`src/common/vmem_pkg.sv`:
```
`default_nettype none

package vmem_pkg;

    localparam int VECTOR_LANES = 16;
    localparam int LANE_WIDTH   = 32;
    localparam int LANE_IDX_W   = $clog2(VECTOR_LANES);
    localparam int ADDR_WIDTH   = 16;
    localparam int MAT_WORDS    = 9;

    // address map
    localparam logic [ADDR_WIDTH-1:0] REGION_MASK = 16'hF000;
    localparam logic [ADDR_WIDTH-1:0] DATA_BASE   = 16'h0000;
    localparam logic [ADDR_WIDTH-1:0] TEXT_BASE   = 16'h1000;
    localparam logic [ADDR_WIDTH-1:0] MAT_L_ADDR  = 16'h1200;
    localparam logic [ADDR_WIDTH-1:0] MAT_U_ADDR  = 16'h1201;

    typedef logic [VECTOR_LANES-1:0][LANE_WIDTH-1:0] lane_vec_t;
    typedef logic [MAT_WORDS-1:0][LANE_WIDTH-1:0]    mat_vec_t;

    typedef enum logic [2:0] {
        W_FULL = 3'd0,
        W32    = 3'd1,
        W64    = 3'd2,
        W128   = 3'd3,
        W256   = 3'd4
    } mem_width_e;

    typedef enum logic [2:0] {
        REG_DATA,
        REG_TEXT,
        REG_MAT_L,
        REG_MAT_U,
        REG_NONE
    } mem_region_e;

    typedef struct packed {
        logic [ADDR_WIDTH-1:0]   addr;
        logic                    we;
        logic                    ren;
        mem_width_e              width;
        logic [VECTOR_LANES-1:0] wmask;
    } mem_req_t;

    typedef struct packed {
        logic                  valid;
        mem_region_e           region;
        logic [LANE_IDX_W-1:0] offset;
        mem_width_e            width;
    } rsp_tag_t;

    // lanes covered by one access, codes 5-7 count as full
    function automatic logic [LANE_IDX_W:0] lane_count(mem_width_e w);
        case (w)
            W32:     return 5'd1;
            W64:     return 5'd2;
            W128:    return 5'd4;
            W256:    return 5'd8;
            default: return 5'd16;
        endcase
    endfunction

    // full rows always start at lane 0
    function automatic logic [LANE_IDX_W-1:0] lane_offset(logic [LANE_IDX_W-1:0] low,
                                                          mem_width_e w);
        return (lane_count(w) == 5'd16) ? '0 : low;
    endfunction

endpackage

`default_nettype wire

```
`src/memory_controller/memory_controller.sv`:
```
`default_nettype none

module memory_controller #(
    parameter int INSTR_MEM_ADDR_WIDTH = 8,
    parameter int DATA_MEM_ADDR_WIDTH  = 8
) (
    input  logic                              clk,
    input  logic                              rst_n,
    input  vmem_pkg::mem_req_t                req,
    input  vmem_pkg::lane_vec_t               req_wdata,
    // instruction memory
    output logic [INSTR_MEM_ADDR_WIDTH-1:0]   instr_mem_addr,
    output logic                              instr_mem_csb,
    output logic                              instr_mem_web,
    output logic [vmem_pkg::LANE_WIDTH-1:0]   instr_mem_wdata,
    // data memory
    output logic [DATA_MEM_ADDR_WIDTH-1:0]    data_mem_addr,
    output logic                              data_mem_csb,
    output logic                              data_mem_web,
    output logic [vmem_pkg::VECTOR_LANES-1:0] data_mem_wmask,
    output vmem_pkg::lane_vec_t               data_mem_wdata,
    output vmem_pkg::rsp_tag_t                tag
);
    import vmem_pkg::*;

    mem_region_e           region;
    logic                  req_any;
    logic                  req_read;
    logic [LANE_IDX_W-1:0] start;

    logic                  tag_valid_q;
    mem_region_e           tag_region_q;
    logic [LANE_IDX_W-1:0] tag_offset_q;
    mem_width_e            tag_width_q;

    // exact matrix words win over the text range
    always_comb begin
        if (req.addr == MAT_L_ADDR) begin
            region = REG_MAT_L;
        end else if (req.addr == MAT_U_ADDR) begin
            region = REG_MAT_U;
        end else if ((req.addr & REGION_MASK) == DATA_BASE) begin
            region = REG_DATA;
        end else if ((req.addr & REGION_MASK) == TEXT_BASE) begin
            region = REG_TEXT;
        end else begin
            region = REG_NONE;
        end
    end

    assign req_any  = req.we | req.ren;
    assign req_read = req.ren & ~req.we;  // write wins when both set
    assign start    = lane_offset(req.addr[LANE_IDX_W-1:0], req.width);

    assign instr_mem_addr  = req.addr[INSTR_MEM_ADDR_WIDTH-1:0];  // aliases by depth
    assign instr_mem_csb   = req_any & (region == REG_TEXT);
    assign instr_mem_web   = req.we & (region == REG_TEXT);
    assign instr_mem_wdata = req_wdata[start];  // undo the store shift

    assign data_mem_addr  = req.addr[LANE_IDX_W +: DATA_MEM_ADDR_WIDTH];
    assign data_mem_csb   = req_any & (region == REG_DATA);
    assign data_mem_web   = req.we & (region == REG_DATA);
    assign data_mem_wmask = req.wmask;
    assign data_mem_wdata = req_wdata;

    always_ff @(posedge clk or negedge rst_n) begin
        if (!rst_n) begin
            tag_valid_q <= 1'b0;
        end else begin
            tag_valid_q <= req_read;
        end
    end

    always_ff @(posedge clk) begin
        tag_region_q <= region;
        tag_offset_q <= start;
        tag_width_q  <= req.width;
    end

    assign tag = '{
        valid:  tag_valid_q,
        region: tag_region_q,
        offset: tag_offset_q,
        width:  tag_width_q
    };

endmodule

`default_nettype wire

```
`config.mk`:
```
export PLATFORM = sky130hd
export DESIGN_NAME = memory_controller
export DESIGN_NICKNAME = d
export VERILOG_FILES = /design/src/common/vmem_pkg.sv /design/src/memory_controller/memory_controller.sv
export SDC_FILE = /design/constraint.sdc
export NUM_CORES = 1
export LEC_CHECK = 0
export BUFFER_PORTS_ARGS = -buffer_cell sky130_fd_sc_hd__buf_2
export CORE_AREA = 3 3 442 444
export DETAILED_ROUTE_END_ITERATION = 10
export DIE_AREA = 0 0 445 447
export PLACE_DENSITY = 0.31
export SKIP_LAST_GASP = 1
export SYNTH_ARGS = -nofsm -noshare
export SYNTH_HDL_FRONTEND = slang
export SYNTH_SLANG_ARGS = --single-unit
```
`constraint.sdc`:
```
create_clock -name clk -period 1.9 [get_ports clk]
set_input_delay 0.19 -clock clk [delete_from_list [all_inputs] [get_ports clk]]
set_output_delay 0.19 -clock clk [all_outputs]
set_load 0.005 [all_outputs]
```
==> reports/qor.txt <==
================================================================================
Status                                                              finished with violations
Violated checks                                                     negative setup slack
Relative contribution of the clock network to total power                   9.4%
Kind of capture point of the worst setup path                         output pin
Post-layout nets                                                            2383
Fin crit share                                                              124%
Via density                                                                 3.03
Internal power component                                                 2870 µW
YS warnings                                                                    0
Post-layout minimum cycle time                                           2.36 ns
Worst-Margin Slew                                                       0.650 ns
Crit-path max cell delay                                                 0.42 ns
Clock sink total                                                              11
Via count of the routed design                                             13500
Logic pwr share                                                            86.6%
Worst hold path type                                                   in -> reg
Global-route wire length before repair                                    189 mm
DRC Markers                                                                    0
GR Layer Usage met1                                                        16.5%
Count of final hold-check violations                                           0
Final Max Tran Viols                                                           0
Die span in y                                                             447 µm
Setup TNS                                                              -10.44 ns
Worst Path Arrival                                                       2.17 ns
Length of the first detailed-routing pass in iterations                        5
Overall routed net length                                                 166 mm
Worst slew margin                                                          56.3%
CTS Root Cell                                                          clkbuf_16
Worst Path Max Fanout                                                         21
Number of endpoints failing setup at the final stage                          32
Via count of the first global-routing pass                                 12400
Count of buffers inserted at the top-level ports                            1109
Crit-path cells                                                     buf_4 > buf_12 > inv_6 > nor3_4 > buf_12 > a221oi_1 > o32ai_2 > buf_2
Top-level port count                                                        1142
Total power density per cell area                                     340 mW/mm²
Cell mode on critical path                                                buf_12
First-iteration detailed-routing DRC count                                   963
Number of buffers between clock root and the deepest sink                      2
Aggregate global-route resource usage                                      15.5%
Required time at the worst-slack endpoint                                1.71 ns
Sequential element share of the synthesized area                           2.37%
Clock tree from TritonCTS                                                   done
Fmax                                                                     424 MHz
Switch share                                                               54.0%
Layout Area Growth over Synthesis                                          92.9%
Net switching power                                                      3360 µW
Largest net degree at the start of global routing                             32
Die Area                                                               0.199 mm²
Worst Hold Margin                                                       0.110 ns
Drt wl/cell                                                              37.1 µm
Routability congestion estimate from global placement                      0.975
Synthesized Nets                                                            1682
Critical Path Start Type                                               input pin
Gate count after technology mapping                                         1131
Maximum vdd drop                                                          322 µV
Distinct cell type count of the synthesized netlist                           37
Max stage delay cell, worst path                                         o32ai_2
Met3 Track Usage GR                                                        9.35%
Count of nets left with antenna violations after detail routing                0
Share of flip-flops with an asynchronous set or reset                      9.09%
Clk pin slew, worst setup/hold paths                                     0.09 ns
Starting density of the core                                               4.95%
Layer with the highest usage                                                met2
RSZ-0062 raised after global routing                                        true
Remaining Overflow, GRT                                                        0
Sum of net half-perimeters after detailed placement                       153 mm
Fraction of met2 tracks used by global routing                             26.3%
Flops & latches, synth                                                        11
Final Core Density                                                         9.55%
Number of buffers created by CTS                                               3
Antenna violations before repair                                             265
Total number of placement rows                                               161
Leakage power                                                         0.00773 µW
CTS H-Tree Depth                                                               1
Die boundary width                                                        445 µm
Avg Inst Size Synth                                                     8.40 µm²
PnR worst setup slack                                                  -0.456 ns
Most used DFF post-synth                                                 dfxtp_1
Number of synthesized flops with an enable pin                                 0
Critical path type                                                     in -> out
Area inside the core boundary                                          0.192 mm²
Fraction of final layout cells with drive strength greater than 1          87.5%
Cell Area, Synth                                                     0.00950 mm²
Share of power burned in registers                                          4.0%
Number of maximum-capacitance constraint violations                            0
================================================================================
registers in the layout, indices dropped and copies added (netlist names):
signal	cells
tag_offset_q	4
tag_region_q	3
tag_valid_q	1
tag_width_q	3
synth_stat cells (2+ instances only):
master | instances | area (µm²)
and4_1 | 65 | 569
a2111oi_1 | 6 | 60.1
a221oi_1 | 32 | 280
a2111oi_0 | 25 | 219
nor2_1 | 4 | 15.0
dfxtp_1 | 10 | 200
buf_4 | 546 | 4100
buf_2 | 39 | 195
nor3b_1 | 2 | 15.0
clkbuf_2 | 2 | 10.0
buf_6 | 5 | 56.3
mux4_2 | 32 | 721
nor2b_1 | 2 | 12.5
nand3_1 | 2 | 10.0
a2111oi_2 | 33 | 495
clkbuf_1 | 49 | 184
o32ai_1 | 32 | 280
inv_1 | 2 | 7.51
o21ai_0 | 32 | 160
nor4_1 | 65 | 407
mux2i_1 | 64 | 641
nor3_1 | 4 | 20.0
mux2_2 | 64 | 721
routing by layer:
layer | vias up | share of wire, %
met5 | - | 0.72
met4 | 172 | 2.7
met3 | 387 | 13
met2 | 1088 | 48
met1 | 6609 | 36
li1 | 5292 | -
cells by family (layout without fill, tap and decap cells):
| logic type | count (synthesis) | count (layout) | share of synthesized area, % |
|---|---|---|---|
| AO/OA/AOI/OAI | 163 | 163 | 16.0 |
| buffers and inverters | 647 | 1347 | 48.2 |
| flip-flops | 11 | 11 | 2.37 |
| multiplexers | 160 | 160 | 21.9 |
| other | 0 | 110 | 0 |
| AND/OR/NAND/NOR | 150 | 150 | 11.5 |
layout make-up:
cell class	instances	area, µm²
Fill cell	22400	174000
Timing Repair Buffer	1339	8140
Multi-Input combinational cell	473	6420
Tap cell	2526	3160
Antenna cell	110	275
Sequential cell	11	225
Clock buffer	3	75.1
Inverter	4	27.5
Clock inverter	1	5.00
power groups by stage:
stage                     combinational [µW]  clock [µW]  sequential [µW]
after global routing                    5600         617              254
final                                   5390         582              252
after detailed placement                4540           0              260
after floorplan                         1980           0              252
after global placement                  4570           0              261
after CTS                               5090         662              256
what timing repair did:
item,4_1_cts,5_1_grt
endpoints found under the setup margin,33,34
endpoints found under the hold margin,2,0
resized for setup,196,130
gates cloned,2,4
buffers inserted,28,23
hold buffers,2,0
pin swaps,36,47
through the flow:
stage / total power (µW) / instances / area [µm²] / setup WS (ns)
2_1_floorplan: 2240 / 1131 / 9500 / 0.145
3_3_place_gp: 4830 / 4303 / 15500 / -1.02
3_5_place_dp: 4800 / 4303 / 15500 / -1.01
4_1_cts: 6010 / 4336 / 17000 / -0.521
5_1_grt: 6470 / 4426 / 18200 / -0.537
6_report: 6230 / 4467 / 18300 / -0.456
cells in the final DEF (no fill, tap or decap), drive strengths merged, types with 4 or more instances in the layout:
cell	n
and4	65
nor3	5
inv	4
buf	1334
diode	110
o32ai	32
a2111oi	64
a221oi	32
o21ai	33
nor4	65
mux4	32
mux2	64
dfxtp	10
clkbuf	6
nor2	4
mux2i	64
path summary, 6_finish.rpt:
path                         start                  end  slack, ns  cells past startpoint
hold / removal             req[16]       tag_width_q[0]       0.11                      2
setup / recovery           req[22]  instr_mem_wdata[26]      -0.46                      8
min in group asynchronous    rst_n          tag_valid_q       0.20                      2
max in group asynchronous    rst_n          tag_valid_q       1.62                      2
worst max-delay path: cells and delay by family:
family / cells / cell delay [ns]
simple gates: 1 / 0.34
compound gates: 2 / 0.58
buf+inv: 5 / 0.89
Note: power is estimated with default switching activity, not from simulation.
