### src/common/vmem_pkg.sv
`default_nettype none

package vmem_pkg;

    localparam int VECTOR_LANES = 16;
    localparam int LANE_WIDTH   = 32;
    localparam int LANE_IDX_W   = $clog2(VECTOR_LANES);
    localparam int ADDR_WIDTH   = 16;
    localparam int MAT_WORDS    = 9;

    // address map
    localparam logic [ADDR_WIDTH-1:0] REGION_MASK = 16'hF000;
    localparam logic [ADDR_WIDTH-1:0] DATA_BASE   = 16'h0000;
    localparam logic [ADDR_WIDTH-1:0] TEXT_BASE   = 16'h1000;
    localparam logic [ADDR_WIDTH-1:0] MAT_L_ADDR  = 16'h1200;
    localparam logic [ADDR_WIDTH-1:0] MAT_U_ADDR  = 16'h1201;

    typedef logic [VECTOR_LANES-1:0][LANE_WIDTH-1:0] lane_vec_t;
    typedef logic [MAT_WORDS-1:0][LANE_WIDTH-1:0]    mat_vec_t;

    typedef enum logic [2:0] {
        W_FULL = 3'd0,
        W32    = 3'd1,
        W64    = 3'd2,
        W128   = 3'd3,
        W256   = 3'd4
    } mem_width_e;

    typedef enum logic [2:0] {
        REG_DATA,
        REG_TEXT,
        REG_MAT_L,
        REG_MAT_U,
        REG_NONE
    } mem_region_e;

    typedef struct packed {
        logic [ADDR_WIDTH-1:0]   addr;
        logic                    we;
        logic                    ren;
        mem_width_e              width;
        logic [VECTOR_LANES-1:0] wmask;
    } mem_req_t;

    typedef struct packed {
        logic                  valid;
        mem_region_e           region;
        logic [LANE_IDX_W-1:0] offset;
        mem_width_e            width;
    } rsp_tag_t;

    // lanes covered by one access, codes 5-7 count as full
    function automatic logic [LANE_IDX_W:0] lane_count(mem_width_e w);
        case (w)
            W32:     return 5'd1;
            W64:     return 5'd2;
            W128:    return 5'd4;
            W256:    return 5'd8;
            default: return 5'd16;
        endcase
    endfunction

    // full rows always start at lane 0
    function automatic logic [LANE_IDX_W-1:0] lane_offset(logic [LANE_IDX_W-1:0] low,
                                                          mem_width_e w);
        return (lane_count(w) == 5'd16) ? '0 : low;
    endfunction

endpackage

`default_nettype wire

### src/memory_controller/rdata_align.sv
`default_nettype none

module rdata_align (
    input  vmem_pkg::rsp_tag_t              tag,
    input  logic [vmem_pkg::LANE_WIDTH-1:0] instr_mem_rdata,
    input  vmem_pkg::lane_vec_t             data_mem_rdata,
    input  vmem_pkg::mat_vec_t              mat_inv_in_l,
    input  vmem_pkg::mat_vec_t              mat_inv_in_u,
    output vmem_pkg::lane_vec_t             rdata,
    output logic                            rdata_valid
);
    import vmem_pkg::*;

    logic [LANE_IDX_W:0] lanes;
    lane_vec_t           data_shifted;
    lane_vec_t           data_aligned;

    assign lanes = lane_count(tag.width);

    // start lane moves down to lane 0, zeros come in from the top
    assign data_shifted = data_mem_rdata >> (LANE_WIDTH * tag.offset);

    always_comb begin
        data_aligned = '0;
        for (int i = 0; i < VECTOR_LANES; i++) begin
            if (i < lanes) begin
                data_aligned[i] = data_shifted[i];
            end
        end
    end

    always_comb begin
        rdata = '0;
        case (tag.region)
            REG_DATA: begin
                rdata = data_aligned;
            end
            REG_TEXT: begin
                rdata[0] = instr_mem_rdata;
            end
            REG_MAT_L: begin
                rdata[MAT_WORDS-1:0] = mat_inv_in_l;
            end
            REG_MAT_U: begin
                rdata[MAT_WORDS-1:0] = mat_inv_in_u;
            end
            default: begin
                rdata = '0;  // unmapped
            end
        endcase
    end

    assign rdata_valid = tag.valid;

endmodule

`default_nettype wire

### config.mk
export PLATFORM = sky130hd
export DESIGN_NAME = rdata_align
export DESIGN_NICKNAME = d
export VERILOG_FILES = /design/src/common/vmem_pkg.sv /design/src/memory_controller/rdata_align.sv
export SDC_FILE = /design/constraint.sdc
export NUM_CORES = 1
export LEC_CHECK = 0
export ABC_AREA = 0
export BUFFER_PORTS_ARGS = -buffer_cell sky130_fd_sc_hd__clkbuf_2
export CAP_MARGIN = 20
export CORE_AREA = 2 2 635 637
export DETAILED_ROUTE_END_ITERATION = 10
export DIE_AREA = 0 0 637 639
export PLACE_DENSITY = 0.3
export SYNTH_ARGS = -nofsm -noshare
export SYNTH_HDL_FRONTEND = slang
export SYNTH_SLANG_ARGS = --single-unit
### constraint.sdc
create_clock -name vclk -period 2
set_input_delay 0.3 -clock vclk [all_inputs]
set_output_delay 0.3 -clock vclk [all_outputs]
set_load 0.05 [all_outputs]
==> metrics.txt, run 1 <==
Chip Width=637 um; Starting Density=0.0642; critical path cell sequence=buf_16, buf_12, clkbuf_16, buf_12, mux4_2, and2_4, a31oi_4, o221ai_2, buf_12; final setup vio count=512; Largest stage delay, worst path=0.66 ns; DRT Wirelength=490000 um; Netlist Area Pre-Place=25700 um^2; GR Layer Usage met2=0.365; final sequential cell count=0; status=finished with violations; Synth area leader=mux2i_1; Finished Layout Cells=11.7k; Yosys Warn Count=0; synthesis-to-layout area growth=209%; Buffers on Ports=1642; GR peak layer=met2; Max Slew Vio Count=0; sw frac=0.553; Comb power frac=1.000; Critical Path RT=1.70 ns; Post-Syn Area per Cell=8.61 um^2; placer congestion estimate=0.966; Hold Path Class=in2out; Psw=0.0133 W; Final ANT Viol Nets=0; Vias=44.2k; DRC viols=0; Initial DRC Count=3533; HPWL after DPL=432000 um; RSZ-0062 raised after global routing=yes; Setup crit start kind=input port; fmax=352 MHz; Final Core Density=0.198; Routed WL per cell=42.1 um; Arr. time, crit path=2.54 ns; Least-Margin Pin Slew=0.599 ns; Worst path slowest cell=mux4_2; Detailed Routing Iterations Pass 1=5; final period demand of the worst path=2.84 ns; met1 Usage GRT=0.307; Worst VDD drop=0.000118 V; Post-Synthesis Net Count=4121; critical path endpoint category=output port; most common cell after layout, fill and taps aside=buf_4; P_leak=32.7 nW; Final period util=1.42; vias in the first global route=44.3k; Sequential Power Share=0; hold_ws=0.600 ns; final setup margin=-0.839 ns; Top Ports=1644; max_slew headroom=0.590; crit-path max FO=7; largest net degree at the start of global routing=41; share of cells above drive strength 1=0.857; synth top area cells=mux2i_1 (24%), mux2_2 (17%), mux4_2 (17%); Via-to-Cell Ratio=3.79; GRT Total Usage=0.227; pwr dens=303 nW/um^2; GRT overflow=0; Max Cap Viol=0; core footprint=401000 um^2; register area=0 um^2; failing checks=negative setup slack; Yosys cell types=59; CP dominant cell by count=buf_12; fin nets=7435; clock buffers=0; Hold Fails Final Rpt=0; initial antenna violation count=214; Crit Path Class=in2out; post-synthesis sequential area ratio=0; commonest non-fill, non-tap cells in the layout=buf_4 (1376), clkbuf_2 (1125), buf_12 (719); Synth Instances=2990; die footprint=407000 um^2; row count=233; GR Util met3=0.0545; internal cell power=0.0107 W; part of the power in the clock network=0; global-route wire length before repair=585000 um; placed cells=11.2k; Yosys top cell area share=0.243; die height=639 um
## synth_stat cells, types with 39 or more instances
| cell type | number |
|---|---|
| buf_2 | 125 |
| nand2_1 | 227 |
| o22ai_1 | 114 |
| mux2_2 | 393 |
| mux4_2 | 189 |
| a21oi_1 | 39 |
| and2_1 | 127 |
| clkbuf_1 | 153 |
| buf_4 | 58 |
| mux2i_1 | 625 |
| a22oi_1 | 43 |
| a22o_1 | 39 |
| o221ai_1 | 174 |
| nor2_1 | 208 |
## timing repair
action	in CTS	in global routing
gates resized for setup	749	770
setup endpoints to repair	512	512
buffers inserted	202	214
cloned	49	25
pin swaps	103	235
hold buffers	0	0
## power groups by stage
stage / Combinational, W / Clock (W) / Sequential, W
floorplan: 0.00818 / 0 / 0
global placement: 0.0209 / 0 / 0
detailed placement: 0.0208 / 0 / 0
CTS: 0.0228 / 0 / 0
global route: 0.0246 / 0.00000000235 / 0
finish: 0.0240 / 0.00000000361 / 0
## logic make-up (layout without fill, tap and decap cells)
group / Yosys count / in the layout / share of synthesized area
buffers and inverters: 385 / 3697 / 0.0743
multiplexers: 1212 / 1212 / 0.583
AND/OR/NAND/NOR: 677 / 677 / 0.128
XOR/XNOR: 1 / 1 / 0.000340
AO/OA/AOI/OAI: 715 / 715 / 0.215
other: 0 / 61 / 0
## routing by layer
metal	vias up	routed length, um
met1	23000	220000
met5	-	366
li1	18800	-
met4	58	12900
met3	427	34000
met2	1964	222000
## final cells by class
cell class,count,area (um^2)
fillers,43900,321000
repair buffers,3676,37600
multi-input cells,2605,35000
well taps,5287,6620
diodes,61,153
inverters,21,88.8
## metrics by stage
stage	worst slack (ns)	setup TNS [ns]	power (W)	area, um^2
2_1_floorplan	-0.518	-50.06	0.00818	33500
3_3_place_gp	-1.49	-395.45	0.0209	67300
3_5_place_dp	-1.37	-384.62	0.0208	67300
4_1_cts	-0.847	-322.43	0.0228	74200
5_1_grt	-0.830	-334.40	0.0246	79400
6_report	-0.839	-320.13	0.0240	79500
## path summary, 6_finish.rpt
| path | start | to | slack [ns] | depth (start not counted) |
|---|---|---|---|---|
| hold / removal | tag[10] | rdata_valid | 0.60 | 0 |
| setup / recovery | tag[3] | rdata[6] | -0.84 | 9 |
## critical path, delay by kind of cell
| family | cells | cell delay (ns) |
|---|---|---|
| buffers and inverters | 5 | 0.79 |
| multiplexers | 1 | 0.66 |
| AO/OA/AOI/OAI | 2 | 0.51 |
| AND/OR/NAND/NOR | 1 | 0.22 |
No activity file was read; power rests on OpenSTA's default activity.
==> inputs of run 2 (changes only) <==
--- a/config.mk
+++ b/config.mk
@@ -8,9 +8,9 @@
 export ABC_AREA = 0
 export BUFFER_PORTS_ARGS = -buffer_cell sky130_fd_sc_hd__clkbuf_2
 export CAP_MARGIN = 20
-export CORE_AREA = 2 2 635 637
+export CORE_AREA = 2 2 649 651
 export DETAILED_ROUTE_END_ITERATION = 10
-export DIE_AREA = 0 0 637 639
+export DIE_AREA = 0 0 651 653
 export PLACE_DENSITY = 0.3
 export SYNTH_ARGS = -nofsm -noshare
 export SYNTH_HDL_FRONTEND = slang
==> run 2 against run 1 <==
  * Flip-flop and latch count is the same
  * Sequential share of layout area is the same
  * Final area decreased by 2.9%
  * Largest power group unchanged
  * Cell count is 1.3% higher
  * Clock-buffer cell count unchanged
  * Worst hold slack about the same
  * Non-clock buffer count shrank 105
  * Highest routed layer unchanged
  * The run still ends with negative setup slack left
==> metrics.txt, run 2 (same netlist as run 1, synthesis figures left out) <==
Min-Delay Endpoint=rdata_valid; max layer used=met5; P_leak=31.4 nW; Hold Path Class=in2out; Routed WL per cell=42.4 um; Max Cap Viol=0; Vias=43.7k; Final ANT Viol Nets=0; fin nets=7330; dpl cell area=68100 um^2; clock buffers=0; max_slew headroom=0.475; met3 wire len=36700 um; Detailed Routing Iterations Pass 1=6; die footprint=425000 um^2; final period demand of the worst path=2.73 ns; Chip Width=651 um; status=finished with violations; Hold Fails Final Rpt=0; Least-Margin Pin Slew=0.785 ns; post-route cell area=77100 um^2; final setup vio count=512; DRT Wirelength=500000 um; most common cell after layout, fill and taps aside=buf_4; initial antenna violation count=232; Crit Path Class=in2out; final sequential cell count=0; DRC viols=0; commonest non-fill, non-tap cells in the layout=buf_4 (1380), clkbuf_2 (1133), buf_12 (720); failing checks=negative setup slack; placer congestion estimate=0.952; RSZ-0062 raised after global routing=yes; vias in the first global route=44.1k; synthesis-to-layout area growth=200%; met2 WL=227000 um; Top Ports=1644; Initial DRC Count=3423; # fillers=46.2k; row count=238; fmax=366 MHz; GRT overflow=0; Final period util=1.36; Critical Path RT=1.70 ns; share of cells above drive strength 1=0.838; register area=0 um^2; core footprint=418000 um^2; Max Slew Vio Count=0; final setup margin=-0.729 ns; crit-path max FO=6; Via-to-Cell Ratio=3.70; WHS Path Cells=0; HPWL after DPL=441000 um; die height=653 um; Arr. time, crit path=2.43 ns; global-route wire length before repair=597000 um; Hold-fix buffers, CTS=0; critical path endpoint category=output port; largest net degree at the start of global routing=39; Worst VDD drop=0.000120 V; Starting Density=0.0615; GRT Total Usage=0.224; Buffers on Ports=1642; WL met1=221000 um; Final Core Density=0.184; pwr dens=303 nW/um^2; min-delay src=tag[10]; Setup crit start kind=input port
==> run 2: worst max-delay path: stages <==
cell	delay, ns
buf_8	0.10
buf_8	0.13
buf_12	0.12
nor3b_4	0.25
buf_6	0.16
nor4_4	0.04
buf_4	0.17
buf_16	0.15
buf_16	0.16
buf_6	0.15
a221oi_4	0.35
o21ai_4	0.13
buf_12	0.17
==> run 2: layout make-up <==
| class | count | area (um^2) | area share |
|---|---|---|---|
| Tap cell | 5520 | 6910 | 0.0895 |
| Antenna cell | 83 | 208 | 0.00269 |
| Multi-Input combinational cell | 2605 | 33900 | 0.439 |
| Timing Repair Buffer | 3571 | 36000 | 0.467 |
| Inverter | 21 | 98.8 | 0.00128 |
==> run 2: per-layer routing <==
layer,vias up,GRT usage
li1,18600,-
met1,22600,0.296
met2,2057,0.361
met3,409,0.0595
met4,50,0.0497
met5,-,0
==> run 2: power by group <==
group          switching [W]    internal, W
sequential                 0              0
clock                      0  0.00000000574
combinational         0.0131         0.0103
==> run 2: per-stage QoR <==
stage	hold slack (ns)	power, W	setup WS (ns)	TNS, ns	instances
3_5_place_dp	0.600	0.0210	-1.50	-392.04	11400
5_1_grt	0.600	0.0240	-0.750	-290.68	11800
2_1_floorplan	0.767	0.00818	-0.518	-50.06	2990
3_3_place_gp	0.600	0.0210	-1.50	-440.46	11400
6_report	0.600	0.0234	-0.729	-269.20	11800
4_1_cts	0.600	0.0228	-0.776	-286.78	11600
==> run 2: what timing repair did <==
item,CTS,global route
resized for setup,659,424
pin swaps,113,116
setup endpoints to repair,512,512
gates cloned,52,13
hold endpoints to repair,0,0
setup buffers,170,106
==> run 2: how the worst max path moves through the flow <==
stage / from / to / slack [ns] / cells after the start
finish: tag[2] / rdata[61] / -0.73 / 13
global route: tag[2] / rdata[49] / -0.75 / 14
CTS: tag[3] / rdata[3] / -0.78 / 8
detailed placement: tag[3] / rdata[1] / -1.50 / 9
global placement: tag[3] / rdata[1] / -1.50 / 9
floorplan: tag[3] / rdata[76] / -0.52 / 8
