**config.mk**
```make
export PLATFORM = sky130hd
export DESIGN_NAME = mem_req_stage
export DESIGN_NICKNAME = d
export VERILOG_FILES = /design/src/common/vmem_pkg.sv /design/src/hdl/mem_req_stage.sv
export SDC_FILE = /design/constraint.sdc
export NUM_CORES = 1
export LEC_CHECK = 0
export BUFFER_PORTS_ARGS = -buffer_cell sky130_fd_sc_hd__buf_4
export CORE_AREA = 2 2 427 429
export DETAILED_ROUTE_END_ITERATION = 10
export DIE_AREA = 0 0 429 431
export GPL_TIMING_DRIVEN = 1
export PLACE_DENSITY = 0.36
export SLEW_MARGIN = 20
export SYNTH_ARGS = -nofsm -noshare
export SYNTH_HDL_FRONTEND = slang
export SYNTH_SLANG_ARGS = --single-unit
```
**constraint.sdc**
```tcl
create_clock -name clk -period 0.85 [get_ports clk]
set_input_delay 0.255 -clock clk [delete_from_list [all_inputs] [get_ports clk]]
set_output_delay 0.255 -clock clk [all_outputs]
set_load 0.1 [all_outputs]
```
**src/common/vmem_pkg.sv**
```systemverilog
`default_nettype none

package vmem_pkg;

    localparam int VECTOR_LANES = 16;
    localparam int LANE_WIDTH   = 32;
    localparam int LANE_IDX_W   = $clog2(VECTOR_LANES);
    localparam int ADDR_WIDTH   = 16;
    localparam int MAT_WORDS    = 9;

    // address map
    localparam logic [ADDR_WIDTH-1:0] REGION_MASK = 16'hF000;
    localparam logic [ADDR_WIDTH-1:0] DATA_BASE   = 16'h0000;
    localparam logic [ADDR_WIDTH-1:0] TEXT_BASE   = 16'h1000;
    localparam logic [ADDR_WIDTH-1:0] MAT_L_ADDR  = 16'h1200;
    localparam logic [ADDR_WIDTH-1:0] MAT_U_ADDR  = 16'h1201;

    typedef logic [VECTOR_LANES-1:0][LANE_WIDTH-1:0] lane_vec_t;
    typedef logic [MAT_WORDS-1:0][LANE_WIDTH-1:0]    mat_vec_t;

    typedef enum logic [2:0] {
        W_FULL = 3'd0,
        W32    = 3'd1,
        W64    = 3'd2,
        W128   = 3'd3,
        W256   = 3'd4
    } mem_width_e;

    typedef enum logic [2:0] {
        REG_DATA,
        REG_TEXT,
        REG_MAT_L,
        REG_MAT_U,
        REG_NONE
    } mem_region_e;

    typedef struct packed {
        logic [ADDR_WIDTH-1:0]   addr;
        logic                    we;
        logic                    ren;
        mem_width_e              width;
        logic [VECTOR_LANES-1:0] wmask;
    } mem_req_t;

    typedef struct packed {
        logic                  valid;
        mem_region_e           region;
        logic [LANE_IDX_W-1:0] offset;
        mem_width_e            width;
    } rsp_tag_t;

    // lanes covered by one access, codes 5-7 count as full
    function automatic logic [LANE_IDX_W:0] lane_count(mem_width_e w);
        case (w)
            W32:     return 5'd1;
            W64:     return 5'd2;
            W128:    return 5'd4;
            W256:    return 5'd8;
            default: return 5'd16;
        endcase
    endfunction

    // full rows always start at lane 0
    function automatic logic [LANE_IDX_W-1:0] lane_offset(logic [LANE_IDX_W-1:0] low,
                                                          mem_width_e w);
        return (lane_count(w) == 5'd16) ? '0 : low;
    endfunction

endpackage

`default_nettype wire

```
**src/hdl/mem_req_stage.sv**
```systemverilog
`default_nettype none

module mem_req_stage (
    input  logic                           clk,
    input  logic                           rst_n,
    input  logic [vmem_pkg::ADDR_WIDTH-1:0] mem_addr,
    input  logic                           mem_we,
    input  logic                           mem_ren,
    input  vmem_pkg::lane_vec_t            mem_wdata,
    input  vmem_pkg::mem_width_e           width,
    output vmem_pkg::mem_req_t             req,
    output vmem_pkg::lane_vec_t            req_wdata
);
    import vmem_pkg::*;

    logic [LANE_IDX_W:0]     lanes;
    logic [LANE_IDX_W-1:0]   start;
    logic [VECTOR_LANES-1:0] span;
    logic [VECTOR_LANES-1:0] wmask_d;
    lane_vec_t               wdata_d;

    logic                    we_q;
    logic                    ren_q;
    logic [ADDR_WIDTH-1:0]   addr_q;
    mem_width_e              width_q;
    logic [VECTOR_LANES-1:0] wmask_q;

    assign lanes = lane_count(width);
    assign start = lane_offset(mem_addr[LANE_IDX_W-1:0], width);

    assign span    = {VECTOR_LANES{1'b1}} >> (VECTOR_LANES - lanes);  // lanes ones, low end
    assign wmask_d = span << start;  // bits past lane 15 fall off

    // core lane 0 lands on the start lane
    assign wdata_d = mem_wdata << (LANE_WIDTH * start);

    always_ff @(posedge clk or negedge rst_n) begin
        if (!rst_n) begin
            we_q  <= 1'b0;
            ren_q <= 1'b0;
        end else begin
            we_q  <= mem_we;
            ren_q <= mem_ren;
        end
    end

    always_ff @(posedge clk) begin
        addr_q    <= mem_addr;
        width_q   <= width;
        wmask_q   <= wmask_d;
        req_wdata <= wdata_d;
    end

    assign req = '{
        addr:  addr_q,
        we:    we_q,
        ren:   ren_q,
        width: width_q,
        wmask: wmask_q
    };

endmodule

`default_nettype wire

```
==> results of run 1 <==
## cell families after synthesis
| kind of cell | count (synthesis) |
|---|---|
| multiplexers | 770 |
| AND/OR/NAND/NOR | 1241 |
| buffers and inverters | 326 |
| XOR/XNOR | 1 |
| adder cells (fa/ha/maj) | 2 |
| AO/OA/AOI/OAI | 634 |
| flip-flops | 549 |
## routing by layer
metal	wire length, µm	share of wire [%]
met5	434	0.17
met4	19580	7.5
met3	14310	5.4
met2	151200	58
met1	77030	29
## worst paths after layout
kind,endpoint,depth (start not counted)
max,req_wdata[331],14
min,req_wdata[52],3
max in group asynchronous,we_q,3
min in group asynchronous,ren_q,3
## final cells by class
class                   count  share of cell area (%)
diodes                     27                  0.1095
clock buffers              95                   3.335
well taps                2370                   4.804
multi-input cells        2648                   34.43
flip-flops and latches    549                   21.15
repair buffers           2238                   35.28
inverters                   1                0.006081
clock inverters            52                  0.8798
## state kept, by name (all words and copies together) (netlist names)
| signal | count |
|---|---|
| addr_q | 16 |
| ren_q | 1 |
| req_wdata | 512 |
| we_q | 1 |
| width_q | 3 |
| wmask_q | 16 |
## layout by cell type, fill, tap and decap left out, types with 31 or more instances in the layout
cell type	n
mux2i_1	455
and3_1	152
nand3_1	75
a221o_1	32
nor2_1	254
buf_6	72
buf_4	1774
mux2i_4	173
nor3_1	65
a21oi_2	63
and3_4	40
and2_1	62
a21oi_1	227
dlygate4sd3_1	57
mux2i_2	142
dfxtp_4	547
buf_16	31
buf_12	260
o21ai_0	59
o21ai_1	65
nand2_1	522
clkbuf_16	102
a211o_1	58
## stage by stage
stage	hold slack [ns]	setup WS [ns]	power, mW	setup TNS, ns	cell area, µm²
2_1_floorplan	-0.04059	-2.165	75.17	-1071.50	32600
3_3_place_gp	0.04178	-2.832	105.6	-1192.76	52050
3_5_place_dp	0.04419	-2.848	105.5	-1195.35	52050
4_1_cts	-0.2161	-1.519	144.0	-1138.16	57910
5_1_grt	-0.1378	-1.626	150.6	-1177.55	61700
6_report	-0.1588	-1.589	146.4	-1132.76	61720
## report_power, final
group / leakage (nW) / internal [mW] / switching, mW
combinational: 21.5 / 26.3 / 52.2
sequential: 4.87 / 30.8 / 2.61
clock: 1.25 / 19.9 / 14.6
total: 27.7 / 77.0 / 69.3
## what timing repair did
| action | in CTS | in global routing |
|---|---|---|
| pin swaps | 29 | 95 |
| endpoints found under the hold margin | 155 | 11 |
| gates cloned | 19 | 23 |
| buffers inserted | 47 | 88 |
| endpoints found under the setup margin | 1077 | 1077 |
| resized for setup | 368 | 524 |
==> results.toml, run 1 <==
[critical_path]
cp_max_fo = 10
arrival_ns = 2.97
start_kind = "input pin"
cp_top_family = "simple AND/OR/NAND/NOR gates"
crit_slowest_cell = "or3b_4"
path_class = "in2reg"
worstPathCellList = "buf_8 > or3b_4 > ha_4 > and3_4 > ha_4 > nor2b_4 > buf_12 > buf_12 > buf_4 > mux2i_1 > a2bb2oi_2 > nor2_1 > a21oi_1 > o21ai_0"
crit_path_end_kind = "flop"
worstPathRequired_ns = 1.38
crit_start = "width[0]"
cpPeakStageDelay_ns = 0.40
critPathBufInv = 4

[min_path]
min_from = "mem_wdata[20]"
min_path_type = "in2reg"

[yosys]
yosys_register_bits = 549
synthXorXnorAreaFrac_pct = 0.02939
ys_top_cells_by_area = "dfxtp_1, mux2i_1, nand2_1, a21oi_1, and3_1"
avgSynthCellArea_um2 = 8.459
syn_inst = 3523
synthMuxAreaShare_pct = 25.86
netlist_area_mm2 = 0.02980
yosys.area_share.simple_pct = 18.71
synth-adder-area-share_pct = 0.08397
synthTopCellsByCount = "mux2i_1, dfxtp_1, nand2_1, a21oi_1, nor2_1"
synthMostInstantiatedCell = "mux2i_1"
syn_nets = 4060
synth_top_area_cell = "dfxtp_1"
seq_area_frac_synth_pct = 36.91
ys_types = 61
yosys_warnings = 0
synthArstFlopShare_pct = 0.3643
synthFlopType = "dfxtp_1"
synth_top_area_share_pct = 36.75
synth-compound-area-share_pct = 13.09
synth_edf_count = 0
synth_top_family_by_area = "multiplexers"

[cts]
cts_tree = "yes"
clkSinkCount = 549
h-tree-depth = 3
hold_buffers = 57
clockBufferDepth = 3
cts_buffers = 80
cts_root_buffer = "clkbuf_16"
clk_pin_slew_ns = 0.06

[cells_and_area]
stdcell_count = 7980
nFillCells = 18630
drive_gt1_share_pct = 61.01
final_nets = 6055
multi_input_area_mm2 = 0.02125
regArea_mm2 = 0.01305
area_growth_pct = 107.1
fin_util_pct = 34.26

[timing]
rsz0062_at_grt = "yes"
worst_pin_slew_ns = 0.5953
slew_viol_final = 0
setup_viol = 1077
fin_crit_sh_pct = 287.0
hold_viol_final = 12
layout_setup_ws_ns = -1.589
fmax_mhz = 410.0
slew_headroom_pct = 59.89
period_minus_slack_ns = 2.439
hold_ws_ns = -0.1588

[global_route]
track_usage_pct = 26.82
overflow = 0
first_global_vias = 37890
use_met1_pct = 21.91
grt_pass1_wl_um = 333800
grt_use_met3_pct = 5.974
grt_max_degree = 45
met2_usage_pct = 56.27
antenna_found_initial = 75
busiest_layer = "met2"

[route]
drc = 0
wl_per_cell_um = 32.90
wl_um = 262600
postRouteAntennaNets = 0
drt_pre_antenna_iters = 8
drt_iter0_drc = 1864
viasPerCell = 4.559
vias = 36380

[placed_design]
hpwl_um = 211400
numPortBuffers = 1083
dpl.cell_count = 7598
routabilityCongestion = 0.9199

[power]
power_density_mw_per_mm2 = 2371
p_leak_nw = 27.66
ir_drop_mv = 1.560

[outcome]
status = "finished, violations left"
violations = "negative hold slack, negative setup slack"

[run]
maxCapViolCount = 0

[die]
die_h_um = 431
core_area_mm2 = 0.1802
ios = 1084
initial_core_util_pct = 16.54
rows = 156
die_area_mm2 = 0.1849
die_x_um = 429
(Power assumes the default switching activity.)
==> run 2: changes to the inputs <==
==> constraint.sdc (replaced) <==
create_clock -name clk -period 0.85 [get_ports clk]
set_input_delay 0.17 -clock clk [delete_from_list [all_inputs] [get_ports clk]]
set_output_delay 0.17 -clock clk [all_outputs]
set_load 0.1 [all_outputs]
==> run 2 against run 1 <==
  * Worst setup slack gained 0.087 ns
  * Critical path depth grew 2
  * Sequential cell count is the same
  * Critical endpoint is now req_wdata[471]
  * The flow still finishes with violations (negative hold slack, negative setup slack)
  * Sequential power shrank 1%
  * Non-clock buffer count grew 21
==> results.toml, run 2 (synthesized netlist as in run 1, its figures left out) <==
[outcome]
status = "finished, violations left"
violations = "negative hold slack, negative setup slack"

[die]
die_x_um = 429
initial_core_util_pct = 16.54
rows = 156
ios = 1084
die_h_um = 431
die_area_mm2 = 0.1849
core_area_mm2 = 0.1802

[timing]
hold_viol_final = 16
setup_tns_ns = -1031.73
worst_pin_slew_ns = 0.4345
slew_viol_final = 0
fin_crit_sh_pct = 276.8
slew_headroom_pct = 70.93
period_minus_slack_ns = 2.353
fmax_mhz = 425.1
layout_setup_ws_ns = -1.503
rsz0062_at_grt = "yes"
hold_ws_ns = -0.2042
setup_viol = 1077

[cts]
clkSinkCount = 549
clk_pin_slew_ns = 0.06
cts_root_buffer = "clkbuf_16"
hold_buffers = 70
h-tree-depth = 3
cts_buffers = 80
cts_tree = "yes"
clockBufferDepth = 3

[power]
ir_drop_mv = 1.491
power_density_mw_per_mm2 = 2383
p_leak_nw = 27.43

[cells_and_area]
fin_util_pct = 34.55
largest_register_ffs = 512
final_cell_mix = "buf_4, dfxtp_2, nand2_1"
multi_input_area_mm2 = 0.02351
drive_gt1_share_pct = 66.52
stdcell_count = 8003
final_common_cell = "buf_4"
regArea_mm2 = 0.01165
largest-register = "req_wdata"
area_growth_pct = 108.8
final_nets = 6076
reg_top3 = "req_wdata: 512 flops, addr_q: 16 flops, wmask_q: 16 flops"
nFillCells = 18590

[global_route]
first_global_vias = 38980
grt_max_degree = 49
overflow = 0
antenna_found_initial = 82
track_usage_pct = 26.97
grt_pass1_wl_um = 336700

[route]
wl_per_cell_um = 32.70
drt_pre_antenna_iters = 5
viasPerCell = 4.580
wl_um = 261700
vias = 36650
drc = 0
drt_iter0_drc = 1544
postRouteAntennaNets = 0

[placed_design]
dpl.cell_count = 7553
dp_slack_ns = -2.665
routabilityCongestion = 0.9196
numPortBuffers = 1083
hpwl_um = 211700

[min_path]
min_path_type = "in2reg"
min_from = "mem_wdata[29]"
min_path_cells = 3
min_to = "req_wdata[61]"

[critical_path]
worstPathRequired_ns = 1.46
arrival_ns = 2.96
start_kind = "input pin"
path_class = "in2reg"
cp_max_fo = 7
crit_path_end_kind = "flop"

[run]
maxCapViolCount = 0
## run 2: cell count changes in the layout (fill, tap and decap cells not counted), moves of 43 or more
cell | previous run | this run
dfxtp_4 | 547 | 0
dfxtp_2 | 0 | 520
mux2i_4 | 173 | 277
a21oi_1 | 227 | 138
a21oi_2 | 63 | 151
buf_6 | 72 | 156
mux2i_1 | 455 | 373
nor2_1 | 254 | 203
buf_12 | 260 | 217
## run 2: what timing repair did
item	4_1_cts	5_1_grt
buffers inserted	148	110
hold endpoints to repair	229	24
pin swaps	176	206
cloned	13	12
resized for setup	883	592
endpoints found under the setup margin	1077	1077
## run 2: area by class of cell
type	count	share of cell area, %
multi-input combinational	2648	37.77
timing repair buffer	2259	34.29
sequential	549	18.72
tap	2370	4.765
clock buffer	112	3.719
clock inverter	32	0.6051
antenna	32	0.1287
inverter	1	0.006031
## run 2: power by group
| group | internal (mW) | switching, mW |
|---|---|---|
| sequential | 30.5 | 2.51 |
| clock | 20.9 | 14.6 |
| combinational | 26.7 | 53.2 |
## run 2: how the worst max path moves through the flow
stage	slack, ns	endpoint	from	depth (start not counted)
global placement	-2.62	req_wdata[353]	width[2]	14
finish	-1.50	req_wdata[471]	width[2]	16
detailed placement	-2.66	req_wdata[353]	width[2]	14
CTS	-1.48	req_wdata[392]	width[0]	15
global route	-1.56	req_wdata[407]	width[2]	15
floorplan	-2.08	req_wdata[398]	width[1]	16
## run 2: critical path, stage by stage
cell       delay (ns)
buf_8            0.10
or3b_4           0.40
ha_4             0.17
and3_4           0.15
ha_4             0.19
nor2b_4          0.20
buf_12           0.22
buf_12           0.14
buf_16           0.16
buf_12           0.15
mux2i_4          0.27
a2bb2oi_4        0.23
nor2_2           0.05
a21oi_1          0.13
buf_4            0.14
a21oi_2          0.06
## run 2: per-layer routing
metal / vias to the layer above / wire length, µm / global-route usage [%]
met3: 641 / 13700 / 6.126
met2: 1355 / 148200 / 55.25
met5: - / 428 / 0
li1: 16580 / - / -
met4: 72 / 23050 / 20.41
met1: 18000 / 76310 / 21.72
## run 2: through the flow
stage	cell area, µm²	power [mW]	hold WS (ns)
after floorplan	31200	74.69	-0.1256
after global placement	49670	103.5	-0.04494
after detailed placement	49670	103.4	-0.04597
after CTS	58710	145.9	-0.2670
after global routing	62200	152.4	-0.1953
final	62240	148.3	-0.2042
